[src/rtl/lsu_pkg.sv]
// Shared constants and types for the load/store data-access unit.
// Every RTL file imports this package inside its module body and uses
// scoped names in its port list.

package lsu_pkg;

    // ====================
    // widths
    // ====================

    // data and address width, fixed since the lane shifts assume four bytes
    localparam int xlen = 32;

    // byte lanes per word, also the width of the byte enables
    localparam int xlen_bytes = xlen / 8;

    // register-file index width
    localparam int reg_addr_bits = 5;

    // ====================
    // address map
    // ====================

    // main memory when set
    localparam int mem_space_bit = 31;

    // memory-mapped register space when set
    localparam int reg_space_bit = 30;

    // ====================
    // types
    // ====================

    // access width, funct3 style encoding
    // bit 2 marks an unsigned load, bits 1:0 give the size
    typedef enum logic [2:0] {
        width_b  = 3'b000,
        width_h  = 3'b001,
        width_w  = 3'b010,
        width_bu = 3'b100,
        width_hu = 3'b101
    } ls_width_t;

    // access state machine, one-hot
    typedef enum logic [2:0] {
        st_idle      = 3'b001,
        st_exception = 3'b010,
        st_load      = 3'b100
    } fsm_state_t;

endpackage
[src/rtl/lsu_top.sv]
// Top level of the load/store data-access unit.
// Connects the access state machine with the store and load data paths,
// forms the read strobes, the shared main-memory address and the
// register-space word address. mm_reg_addr_bits sets that address width.

module lsu_top #(
    parameter int mm_reg_addr_bits = 8
) (
    input  logic                               clk,
    input  logic                               reset_n,

    // access request
    input  logic                               access_enable,
    input  logic                               load_active,
    input  logic                               store_active,
    input  lsu_pkg::ls_width_t                 width,
    input  logic [lsu_pkg::xlen-1:0]           write_addr,
    input  logic [lsu_pkg::xlen-1:0]           read_addr,
    input  logic [lsu_pkg::xlen-1:0]           store_data,
    input  logic [lsu_pkg::reg_addr_bits-1:0]  rd_addr,

    // main memory
    input  logic                               mem_valid,
    input  logic [lsu_pkg::xlen-1:0]           mem_rdata,
    output logic                               mem_re,
    output logic [lsu_pkg::xlen_bytes-1:0]     mem_we,
    output logic [lsu_pkg::xlen-1:0]           mem_wdata,
    output logic [lsu_pkg::xlen-1:0]           mem_addr,

    // memory-mapped registers
    input  logic                               mm_reg_valid,
    input  logic [lsu_pkg::xlen-1:0]           mm_reg_rdata,
    output logic                               mm_reg_re,
    output logic [lsu_pkg::xlen_bytes-1:0]     mm_reg_we,
    output logic [lsu_pkg::xlen-1:0]           mm_reg_wdata,
    output logic [mm_reg_addr_bits-1:0]        mm_reg_addr,

    // status and write-back
    output logic                               store_done,
    output logic                               load_done,
    output logic                               exception_alignment,
    output logic                               reg_we,
    output logic [lsu_pkg::reg_addr_bits-1:0]  reg_addr,
    output logic [lsu_pkg::xlen-1:0]           reg_wdata
);

    import lsu_pkg::*;

    logic             store_go;
    logic             load_go;
    logic             load_finish;
    logic             store_fault;
    logic             load_fault_q;
    logic [xlen-1:0]  wdata;
    logic [xlen-1:0]  store_addr_q;
    logic             store_q;

    lsu_access_fsm u_fsm (
        .clk          (clk),
        .reset_n      (reset_n),
        .access_enable(access_enable),
        .load_active  (load_active),
        .store_active (store_active),
        .width        (width),
        .write_offset (write_addr[1:0]),
        .read_offset  (read_addr[1:0]),
        .mem_valid    (mem_valid),
        .mm_reg_valid (mm_reg_valid),
        .store_go     (store_go),
        .load_go      (load_go),
        .load_finish  (load_finish),
        .store_fault  (store_fault),
        .load_fault_q (load_fault_q)
    );

    lsu_store_path #(
        .mm_reg_addr_bits(mm_reg_addr_bits)
    ) u_store (
        .clk         (clk),
        .reset_n     (reset_n),
        .store_go    (store_go),
        .write_addr  (write_addr),
        .store_data  (store_data),
        .width       (width),
        .mem_we      (mem_we),
        .mm_reg_we   (mm_reg_we),
        .wdata       (wdata),
        .store_addr_q(store_addr_q),
        .store_q     (store_q),
        .store_done  (store_done)
    );

    lsu_load_path u_load (
        .clk         (clk),
        .reset_n     (reset_n),
        .load_go     (load_go),
        .load_finish (load_finish),
        .read_addr   (read_addr),
        .width       (width),
        .rd_addr     (rd_addr),
        .mem_valid   (mem_valid),
        .mem_rdata   (mem_rdata),
        .mm_reg_rdata(mm_reg_rdata),
        .reg_wdata   (reg_wdata),
        .reg_addr    (reg_addr)
    );

    // ====================
    // address and strobes
    // ====================

    // main memory reads start in the acceptance cycle
    assign mem_re = load_go & read_addr[mem_space_bit];

    // store address holds the bus for its enable cycle
    assign mem_addr = store_q ? store_addr_q : read_addr;

    assign mem_wdata    = wdata;
    assign mm_reg_wdata = wdata;

    // register space sees word addresses, one cycle late
    always_ff @(posedge clk or negedge reset_n) begin
        if (!reset_n) begin
            mm_reg_re   <= 1'b0;
            mm_reg_addr <= '0;
        end else begin
            mm_reg_re <= load_go & read_addr[reg_space_bit];
            if (store_go) begin
                mm_reg_addr <= write_addr[mm_reg_addr_bits+1:2];
            end else if (load_go) begin
                mm_reg_addr <= read_addr[mm_reg_addr_bits+1:2];
            end
        end
    end

    assign reg_we              = load_finish;
    assign load_done           = load_finish;
    assign exception_alignment = store_fault | load_fault_q;

endmodule

[src/rtl/lsu_load_path.sv]
// Load data path of the load/store unit.
// Captures width, byte offset and destination register when a load is
// accepted, then aligns and extends the response for register write-back.

module lsu_load_path (
    input  logic                               clk,
    input  logic                               reset_n,
    input  logic                               load_go,
    input  logic                               load_finish,
    input  logic [lsu_pkg::xlen-1:0]           read_addr,
    input  lsu_pkg::ls_width_t                 width,
    input  logic [lsu_pkg::reg_addr_bits-1:0]  rd_addr,
    input  logic                               mem_valid,
    input  logic [lsu_pkg::xlen-1:0]           mem_rdata,
    input  logic [lsu_pkg::xlen-1:0]           mm_reg_rdata,
    output logic [lsu_pkg::xlen-1:0]           reg_wdata,
    output logic [lsu_pkg::reg_addr_bits-1:0]  reg_addr
);

    import lsu_pkg::*;

    ls_width_t         width_q;
    logic [1:0]        offset_q;
    logic [xlen-1:0]   rdata;
    logic [xlen-1:0]   shifted;
    logic [xlen-1:0]   extended;

    // ====================
    // load context
    // ====================
    always_ff @(posedge clk or negedge reset_n) begin
        if (!reset_n) begin
            width_q  <= width_w;
            offset_q <= 2'b00;
            reg_addr <= '0;
        end else if (load_go) begin
            width_q  <= width;
            offset_q <= read_addr[1:0];
            reg_addr <= rd_addr;
        end
    end

    // memory answers take the bus, otherwise the register space
    assign rdata   = mem_valid ? mem_rdata : mm_reg_rdata;
    assign shifted = rdata >> {offset_q, 3'b000};

    always_comb begin
        case (width_q)
            width_b:  extended = {{24{shifted[7]}}, shifted[7:0]};
            width_h:  extended = {{16{shifted[15]}}, shifted[15:0]};
            width_bu: extended = {24'd0, shifted[7:0]};
            width_hu: extended = {16'd0, shifted[15:0]};
            default:  extended = shifted;
        endcase
    end

    // quiet outside the write-back cycle
    assign reg_wdata = load_finish ? extended : '0;

endmodule

[src/rtl/lsu_store_path.sv]
// Store data path of the load/store unit.
// Shifts store data onto its byte lanes, builds the byte enables and
// registers them into the address space chosen by write_addr, one cycle
// after the store is accepted.

module lsu_store_path #(
    parameter int mm_reg_addr_bits = 8
) (
    input  logic                               clk,
    input  logic                               reset_n,
    input  logic                               store_go,
    input  logic [lsu_pkg::xlen-1:0]           write_addr,
    input  logic [lsu_pkg::xlen-1:0]           store_data,
    input  lsu_pkg::ls_width_t                 width,
    output logic [lsu_pkg::xlen_bytes-1:0]     mem_we,
    output logic [lsu_pkg::xlen_bytes-1:0]     mm_reg_we,
    output logic [lsu_pkg::xlen-1:0]           wdata,
    output logic [lsu_pkg::xlen-1:0]           store_addr_q,
    output logic                               store_q,
    output logic                               store_done
);

    import lsu_pkg::*;

    logic [xlen_bytes-1:0] base_mask;
    logic [xlen_bytes-1:0] lane_mask;

    // word address bits 2 and up must fit below the space-select bits
    if (mm_reg_addr_bits < 1 || mm_reg_addr_bits > 28) begin : g_bad_reg_addr_bits
        $error("mm_reg_addr_bits out of range 1 to 28");
    end

    // size mask before the lane shift
    always_comb begin
        case (width[1:0])
            2'b00:   base_mask = 4'b0001;
            2'b01:   base_mask = 4'b0011;
            default: base_mask = 4'b1111;
        endcase
    end

    assign lane_mask = base_mask << write_addr[1:0];

    // ====================
    // enables and done
    // ====================
    always_ff @(posedge clk or negedge reset_n) begin
        if (!reset_n) begin
            mem_we    <= '0;
            mm_reg_we <= '0;
            store_q   <= 1'b0;
        end else begin
            mem_we    <= (store_go && write_addr[mem_space_bit]) ? lane_mask : '0;
            mm_reg_we <= (store_go && write_addr[reg_space_bit]) ? lane_mask : '0;
            store_q   <= store_go;
        end
    end

    assign store_done = store_q;

    // data moved up by 8 times the byte offset
    always_ff @(posedge clk or negedge reset_n) begin
        if (!reset_n) begin
            wdata        <= '0;
            store_addr_q <= '0;
        end else if (store_go) begin
            wdata        <= store_data << {write_addr[1:0], 3'b000};
            store_addr_q <= write_addr;
        end
    end

    // the address map never selects both spaces for one store
    a_one_space: assert property (
        @(posedge clk) disable iff (!reset_n) !((|mem_we) && (|mm_reg_we)));

endmodule

[src/rtl/lsu_access_fsm.sv]
// Access control state machine of the load/store unit.
// Accepts one access per enable strobe, checks alignment from width and
// address offset, and waits in st_load until a read response arrives.
// Drives one-cycle strobes for the store and load data paths.

module lsu_access_fsm (
    input  logic                 clk,
    input  logic                 reset_n,
    input  logic                 access_enable,
    input  logic                 load_active,
    input  logic                 store_active,
    input  lsu_pkg::ls_width_t   width,
    input  logic [1:0]           write_offset,
    input  logic [1:0]           read_offset,
    input  logic                 mem_valid,
    input  logic                 mm_reg_valid,
    output logic                 store_go,
    output logic                 load_go,
    output logic                 load_finish,
    output logic                 store_fault,
    output logic                 load_fault_q
);

    import lsu_pkg::*;

    fsm_state_t state;
    fsm_state_t next_state;
    logic       store_misaligned;
    logic       load_misaligned;
    logic       load_fault;

    // halfwords need bit 0 clear, words need bits 1:0 clear
    function automatic logic misaligned(input ls_width_t w, input logic [1:0] offset);
        logic bad;
        case (w)
            width_h, width_hu: bad = offset[0];
            width_w:           bad = |offset;
            default:           bad = 1'b0;
        endcase
        return bad;
    endfunction

    assign store_misaligned = misaligned(width, write_offset);
    assign load_misaligned  = misaligned(width, read_offset);

    // ====================
    // next state
    // ====================
    always_comb begin
        next_state  = state;
        store_go    = 1'b0;
        load_go     = 1'b0;
        load_finish = 1'b0;
        store_fault = 1'b0;
        load_fault  = 1'b0;
        case (state)
            st_idle: begin
                // stores win when both kinds are flagged
                if (access_enable && store_active) begin
                    if (store_misaligned) begin
                        store_fault = 1'b1;
                        next_state  = st_exception;
                    end else begin
                        store_go = 1'b1;
                    end
                end else if (access_enable && load_active) begin
                    if (load_misaligned) begin
                        load_fault = 1'b1;
                        next_state = st_exception;
                    end else begin
                        load_go    = 1'b1;
                        next_state = st_load;
                    end
                end
            end
            st_exception: begin
                next_state = st_idle;
            end
            st_load: begin
                // no timeout, the responder sets the latency
                if (mem_valid || mm_reg_valid) begin
                    load_finish = 1'b1;
                    next_state  = st_idle;
                end
            end
            default: begin
                next_state = st_idle;
            end
        endcase
    end

    always_ff @(posedge clk or negedge reset_n) begin
        if (!reset_n) begin
            state        <= st_idle;
            load_fault_q <= 1'b0;
        end else begin
            state        <= next_state;
            load_fault_q <= load_fault;
        end
    end

    a_state_onehot: assert property (
        @(posedge clk) disable iff (!reset_n) $onehot(state));

    // the core may only start an access while the unit is idle
    a_enable_only_idle: assert property (
        @(posedge clk) disable iff (!reset_n) access_enable |-> state == st_idle);

endmodule

[config.mk]
export PLATFORM = sky130hd
export DESIGN_NAME = lsu_top
export DESIGN_NICKNAME = d
export VERILOG_FILES = /design/src/rtl/lsu_pkg.sv /design/src/rtl/lsu_top.sv /design/src/rtl/lsu_load_path.sv /design/src/rtl/lsu_store_path.sv /design/src/rtl/lsu_access_fsm.sv
export SDC_FILE = /design/constraint.sdc
export NUM_CORES = 1
export LEC_CHECK = 0
export BUFFER_PORTS_ARGS = -buffer_cell sky130_fd_sc_hd__buf_4
export CORE_AREA = 2 2 127 129
export CTS_CLUSTER_SIZE = 12
export DETAILED_ROUTE_END_ITERATION = 10
export DIE_AREA = 0 0 129 131
export GPL_TIMING_DRIVEN = 0
export PLACE_DENSITY = 0.78
export REMOVE_ABC_BUFFERS = 1
export SLEW_MARGIN = 20
export SYNTH_ARGS = -nofsm -noshare
export SYNTH_HDL_FRONTEND = slang
export SYNTH_SLANG_ARGS = --single-unit
[constraint.sdc]
create_clock -name clk -period 2.2 [get_ports clk]
set_input_delay 0.44 -clock clk [delete_from_list [all_inputs] [get_ports clk]]
set_output_delay 0.44 -clock clk [all_outputs]
set_load 0.005 [all_outputs]
==> results of run 1 <==
-- routing by layer --
layer | share of wire [%] | vias up | track usage [%]
li1 | - | 2669 | -
met1 | 36 | 2879 | 25.5
met2 | 52 | 308 | 43.5
met3 | 8.2 | 56 | 4.80
met4 | 3.6 | 0 | 9.59
met5 | 0 | - | 0
-- cells in the mapped netlist, drive strengths merged (14+ instances only) --
master and n:
a21boi 15, a221oi 15, clkbuf 22, a21oi 14
mux2i 30, dfrtp 94, mux4 23, o21ai 26
buf 55, a21o 18, and3 17, mux2 88
nand2 37, nor2 18
-- area by class of cell --
| cell class | instances | area [um^2] |
|---|---|---|
| Sequential cell | 96 | 2420 |
| Fill cell | 1329 | 6220 |
| Inverter | 5 | 42.5 |
| Clock buffer | 9 | 225 |
| Timing Repair Buffer | 353 | 2730 |
| Clock inverter | 7 | 77.6 |
| Tap cell | 216 | 270 |
| Multi-Input combinational cell | 387 | 3610 |
-- placed cells by master (no fill, tap or decap), drive strengths merged, types with 9 or more instances in the layout --
cell	n
o21ai	26
nor2b	12
and3	17
nand2	37
nor2	18
mux2i	30
dfrtp	94
a21o	18
nor3	9
a221oi	15
a21boi	15
a211oi	10
a21oi	14
clkbuf	9
mux2	88
buf	353
mux4	23
-- through the flow --
| stage | total power [mW] | instance area [um^2] | hold slack (ns) | setup WS [ns] |
|---|---|---|---|---|
| 6_report | 6.86 | 9380 | 0.175 | -0.396 |
| 3_5_place_dp | 4.89 | 8520 | 0.459 | -1.18 |
| 5_1_grt | 7.23 | 9380 | 0.263 | -0.464 |
| 2_1_floorplan | 3.56 | 5760 | 0.144 | -0.481 |
| 3_3_place_gp | 4.84 | 8500 | 0.454 | -1.62 |
| 4_1_cts | 6.82 | 9270 | 0.228 | -0.343 |
-- logic make-up after synthesis --
logic type,synth area share (%)
multiplexers,29.1
AO/OA/AOI/OAI,14.5
AND/OR/NAND/NOR,10.0
flip-flops,38.7
buffers and inverters,7.54
-- sequential cells by signal, summed over array words and instances, names as in the netlist --
| signal | flops |
|---|---|
| mm_reg_re | 1 |
| mm_reg_addr | 8 |
| u_store.store_done | 1 |
| u_store.store_addr_q | 32 |
| u_load.offset_q | 2 |
| u_fsm.load_fault_q | 1 |
| u_load.reg_addr | 5 |
| u_store.mm_reg_we | 4 |
| u_store.wdata | 32 |
| u_load.width_q | 3 |
| u_store.mem_we | 4 |
| u_fsm.state | 3 |
-- power by group through the flow --
stage / Combinational [mW] / Sequential (mW) / Clock, mW
floorplan: 1.05 / 2.52 / 0
global placement: 2.26 / 2.57 / 0
detailed placement: 2.31 / 2.58 / 0
CTS: 2.69 / 2.50 / 1.63
global route: 2.96 / 2.56 / 1.71
finish: 2.77 / 2.51 / 1.58
-- worst max path at each step --
stage | slack [ns] | cells past startpoint | end
CTS | -0.34 | 6 | reg_wdata[16]
global placement | -1.62 | 6 | u_store.store_addr_q[15]$_DFFE_PN0P_
detailed placement | -1.18 | 6 | u_store.store_addr_q[23]$_DFFE_PN0P_
global route | -0.46 | 6 | reg_wdata[31]
floorplan | -0.48 | 5 | u_store.store_addr_q[10]$_DFFE_PN0P_
finish | -0.40 | 6 | reg_wdata[22]
-- worst max-delay path, stage by stage (launching register included) --
cell	delay (ns)
dfstp_4	0.49
or3_4	0.43
a21oi_2	0.12
nand4_1	0.13
buf_6	0.20
a221oi_1	0.29
buf_4	0.16
-- what timing repair did --
| item | CTS | global route |
|---|---|---|
| hold buffers | 0 | 0 |
| endpoints found under the hold margin | 0 | 0 |
| pin swaps | 7 | 2 |
| endpoints found under the setup margin | 124 | 32 |
| buffers inserted | 19 | 4 |
| resized for setup | 75 | 17 |
==> results.json, run 1 <==
{
  "cts.htree.levels": 3,
  "dp_cells": 1034,
  "rows": 46,
  "hold_viol": 0,
  "ys_types": 47,
  "ys.warnings.count": 0,
  "fmax_mhz": 385,
  "drt_iter0_markers": 213,
  "synth.avg_cell_area_um2": 11.0,
  "period_needed_ns": 2.60,
  "cts-root-buf": "clkbuf_16",
  "p_switching_mw": 2.21,
  "crit_start": "u_load.width_q[1]$_DFFE_PN1P_",
  "crit_fanout": 16,
  "maxSlewHeadroom_pct": 40.3,
  "synth.area.top_cells": "dfrtp_1 38%, mux2_2 14%, mux4_2 8.3%",
  "setup-violations-final": 25,
  "ant_nets": 0,
  "fin_cells": 1073,
  "netlist_instances": 565,
  "leakage_nw": 4.47,
  "clockPowerShare_pct": 23.1,
  "critical_path.startpoint_type": "register",
  "ys_seq_area_share_pct": 38.7,
  "ys_async_sr_fraction_pct": 100,
  "ys_ff_latch": 96,
  "hp-class": "input port to async pin",
  "drive_gt1_share_pct": 61.0,
  "wl_per_cell_um": 19.8,
  "grt_max_degree": 97,
  "r2r-end": "u_store.wdata[29]$_DFFE_PN0P_",
  "viasPerCell": 5.51,
  "p_sw_share_pct": 32.2,
  "synth_top_area_share_pct": 37.9,
  "drc_errors": 0,
  "synth_area_um2": 6210,
  "yosys.area.top_type": "dfrtp_1",
  "rsz0062_at_grt": "true",
  "clkSinkCount": 96,
  "dieArea_um2": 16900,
  "antenna_found_initial": 0,
  "crit_type": "register to primary output",
  "hpwlAfterDp_mm": 14.9,
  "cts-buffers-inserted": 9,
  "r2r-start": "u_fsm.state[0]$_DFFE_PN1P_",
  "dr.pass1.iters": 5,
  "outcome": "finished with violations",
  "crit_required_ns": 1.76,
  "fin_util_pct": 60.1,
  "rrSetupSlack_ns": 0.13,
  "p_seq_share_pct": 36.6,
  "io_buffers": 329,
  "worst_pin_slew_ns": 0.895,
  "area_growth_pct": 51.1,
  "finalClockSkew_ns": 0.00612,
  "clock_latency_ns": 0.33,
  "dieWidth_um": 129,
  "nets": 1027,
  "grt_first_pass_wirelength_mm": 30.5,
  "violations": "setup timing",
  "synth_edf_count": 0,
  "clkSlewWorstSetupHoldPaths_ns": 0.07,
  "vias": 5912,
  "end_kind": "primary output",
  "pwr-share-comb_pct": 40.4,
  "p_per_area_nw_per_um2": 732,
  "fin_tns_setup_ns": -8.19,
  "period_share_pct": 118,
  "cts.path.max_buffers": 2,
  "grt_pass1_vias": 5759,
  "peakVddDrop_uv": 427,
  "antenna_cells": 0,
  "gr-total-overflow": 0,
  "die_y_um": 131,
  "grt_usage_pct": 23.2,
  "drv_slew": 0,
  "cp.arrival_ns": 2.16,
  "ff2ff_path_depth": 5,
  "p_int_mw": 4.65,
  "setup_ws_ns": -0.396,
  "synthFlopType": "dfrtp_1",
  "pin_count": 330,
  "core_um2": 15600,
  "initial_core_util_pct": 39.8,
  "totalWireLength_mm": 21.3,
  "place.gp.congestion": 0.805,
  "maxCapViolations": 0,
  "cts_tree": "yes"
}
No activity file was read; power rests on OpenSTA's default activity.
==> run 2: changes to the inputs <==
--- a/config.mk
+++ b/config.mk
@@ -10,7 +10,6 @@
 export CTS_CLUSTER_SIZE = 12
 export DETAILED_ROUTE_END_ITERATION = 10
 export DIE_AREA = 0 0 129 131
-export GPL_TIMING_DRIVEN = 0
 export PLACE_DENSITY = 0.78
 export REMOVE_ABC_BUFFERS = 1
 export SLEW_MARGIN = 20
==> constraint.sdc (replaced) <==
create_clock -name clk -period 2.9 [get_ports clk]
set_input_delay 0.58 -clock clk [delete_from_list [all_inputs] [get_ports clk]]
set_output_delay 0.58 -clock clk [all_outputs]
set_load 0.005 [all_outputs]
==> run 2 against run 1 <==
Clock power is 24% lower. Combinational power is 31% lower. Sequential power is 25% lower. Final cell count is 0.28% higher. Worst hold slack better by 0.079 ns. The flow now finishes without violations. Wire length is 3.3% lower. Critical endpoint is now reg_wdata[13]. Setup slack better by 0.49 ns. Register-to-register slack better by 0.63 ns. Largest cell class unchanged. Sequential share of layout area is 0.73 points higher. Clock skew is 0.0028 ns higher. Die area stayed put.
==> results.json, run 2 (synthesis gave the netlist of run 1 again) <==
{
  "outcome": "finished clean",
  "crit_fanout": 13,
  "hpwlAfterDp_mm": 15.9,
  "crit_type": "register to primary output",
  "grt_usage_pct": 23.0,
  "crit_required_ns": 2.32,
  "drc_errors": 0,
  "p_per_area_nw_per_um2": 552,
  "worst_pin_slew_ns": 0.771,
  "cts-buffers-inserted": 9,
  "cp_num_buf_inv": 3,
  "grt_pass1_vias": 5728,
  "drive_gt1_share_pct": 56.6,
  "cts.path.max_buffers": 2,
  "worstPathCellList": "or3_4 > a2111oi_2 > nand4_1 > buf_4 > buf_4 > o21ai_0 > buf_4",
  "clkSinkCount": 96,
  "io_buffers": 329,
  "gr-total-overflow": 0,
  "peakVddDrop_uv": 342,
  "dp_cells": 1059,
  "final_cell_mix": "351 x buf_4, 93 x dfrtp_1, 79 x mux2_2, 37 x nand2_1, 30 x mux2i_1",
  "drv_slew": 0,
  "clkSlewWorstSetupHoldPaths_ns": 0.07,
  "nets": 1030,
  "die_y_um": 131,
  "period_share_pct": 96.6,
  "rsz0062_at_grt": "false",
  "hold_viol": 0,
  "place.gp.congestion": 0.959,
  "cts_tree": "yes",
  "worst_hold_slack_ns": 0.254,
  "maxSlewHeadroom_pct": 48.4,
  "fin_cells": 1076,
  "reg.largest.list": "u_store.store_addr_q x32, u_store.wdata x32, mm_reg_addr x8",
  "wl_per_cell_um": 19.1,
  "leakage_nw": 4.42,
  "ant_nets": 0,
  "grt_first_pass_wirelength_mm": 30.1,
  "totalWireLength_mm": 20.6,
  "antenna_cells": 0,
  "initial_core_util_pct": 39.8,
  "clock_latency_ns": 0.34,
  "finalClockSkew_ns": 0.00892,
  "maxCapViolations": 0,
  "cts-root-buf": "clkbuf_16",
  "fin_total_pwr_mw": 5.01,
  "fin_util_pct": 58.2,
  "dieWidth_um": 129,
  "cp.arrival_ns": 2.22,
  "critPathMaxStageDelay_ns": 0.44,
  "final_common_cell": "buf_4",
  "cts.htree.levels": 3,
  "critical_path.startpoint_type": "register",
  "drt_iter0_markers": 221,
  "end_kind": "primary output",
  "cpMostUsedCell": "buf_4",
  "dr.pass1.iters": 4,
  "core_um2": 15600,
  "grt_max_degree": 50,
  "vias": 5816,
  "pin_count": 330,
  "dieArea_um2": 16900,
  "cp_slowest_cell": "dfstp_2",
  "hp-class": "input port to async pin",
  "hold_buffers": 0,
  "fmax_mhz": 357,
  "setup-violations-final": 0,
  "area_growth_pct": 46.2,
  "fin_tns_setup_ns": 0,
  "viasPerCell": 5.41,
  "period_needed_ns": 2.80,
  "rows": 46,
  "cp_top_family": "simple AND/OR/NAND/NOR gates",
  "antenna_found_initial": 0
}
## run 2: cell count changes in the layout (fill, tap and decap cells not counted), sizes merged
| cell | before | now |
|---|---|---|
| clkbuf | 9 | 11 |
| buf | 353 | 356 |
| clkinvlp | 5 | 2 |
| inv | 5 | 6 |
## run 2: routing by layer
metal  part of all wire [%]  track usage (%)
met5                      0                0
met4                    2.9             9.40
met3                    8.2             5.62
met2                     52             41.4
met1                     37             26.2
## run 2: worst paths after layout
| check | start | to | slack (ns) | cells after the start |
|---|---|---|---|---|
| max | u_load.width_q[1]$_DFFE_PN1P_ | reg_wdata[13] | 0.1 | 7 |
| min | reset_n | u_store.store_addr_q[27]$_DFFE_PN0P_ | 0.25 | 1 |
| max reg2reg | u_fsm.state[0]$_DFFE_PN1P_ | u_store.wdata[27]$_DFFE_PN0P_ | 0.76 | 6 |
| min reg2reg | u_store.store_addr_q[7]$_DFFE_PN0P_ | u_store.store_addr_q[7]$_DFFE_PN0P_ | 0.48 | 1 |
| max in group asynchronous | reset_n | u_store.wdata[7]$_DFFE_PN0P_ | 1.94 | 2 |
| min in group clk | write_addr[29] | u_store.store_addr_q[29]$_DFFE_PN0P_ | 0.46 | 2 |
## run 2: what timing repair did
| action | 4_1_cts | 5_1_grt |
|---|---|---|
| endpoints found under the setup margin | 7 | 13 |
| setup buffers | 1 | 0 |
| cloned | 0 | 0 |
| resized for setup | 1 | 6 |
| hold endpoints to repair | 0 | 0 |
| pin swaps | 1 | 0 |
## run 2: layout make-up
| class | count | area (um^2) |
|---|---|---|
| clock buffer | 11 | 233 |
| timing repair buffer | 356 | 2730 |
| clock inverter | 5 | 65.1 |
| sequential | 96 | 2410 |
| multi-input combinational | 387 | 3360 |
| tap | 216 | 270 |
| fill | 1332 | 6520 |
| inverter | 5 | 18.8 |
## run 2: stage by stage
stage / setup WS, ns / instance area [um^2]
after floorplan: 0.161 / 5760
after global placement: 0.248 / 8740
after detailed placement: 0.244 / 8740
after CTS: 0.0148 / 9050
after global routing: 0.00677 / 9080
final: 0.0984 / 9080
## run 2: worst reg2reg max path: stages (launching register included)
cell	delay (ns)
dfstp_2	0.54
and4bb_2	0.28
and2_1	0.36
nand2_1	0.14
inv_2	0.10
buf_12	0.24
mux2_2	0.39
## run 2: where the power goes
part           total (mW)  switching, mW  internal [mW]
registers            1.89          0.240           1.65
clock network        1.20          0.519          0.677
logic                1.92          0.804           1.12
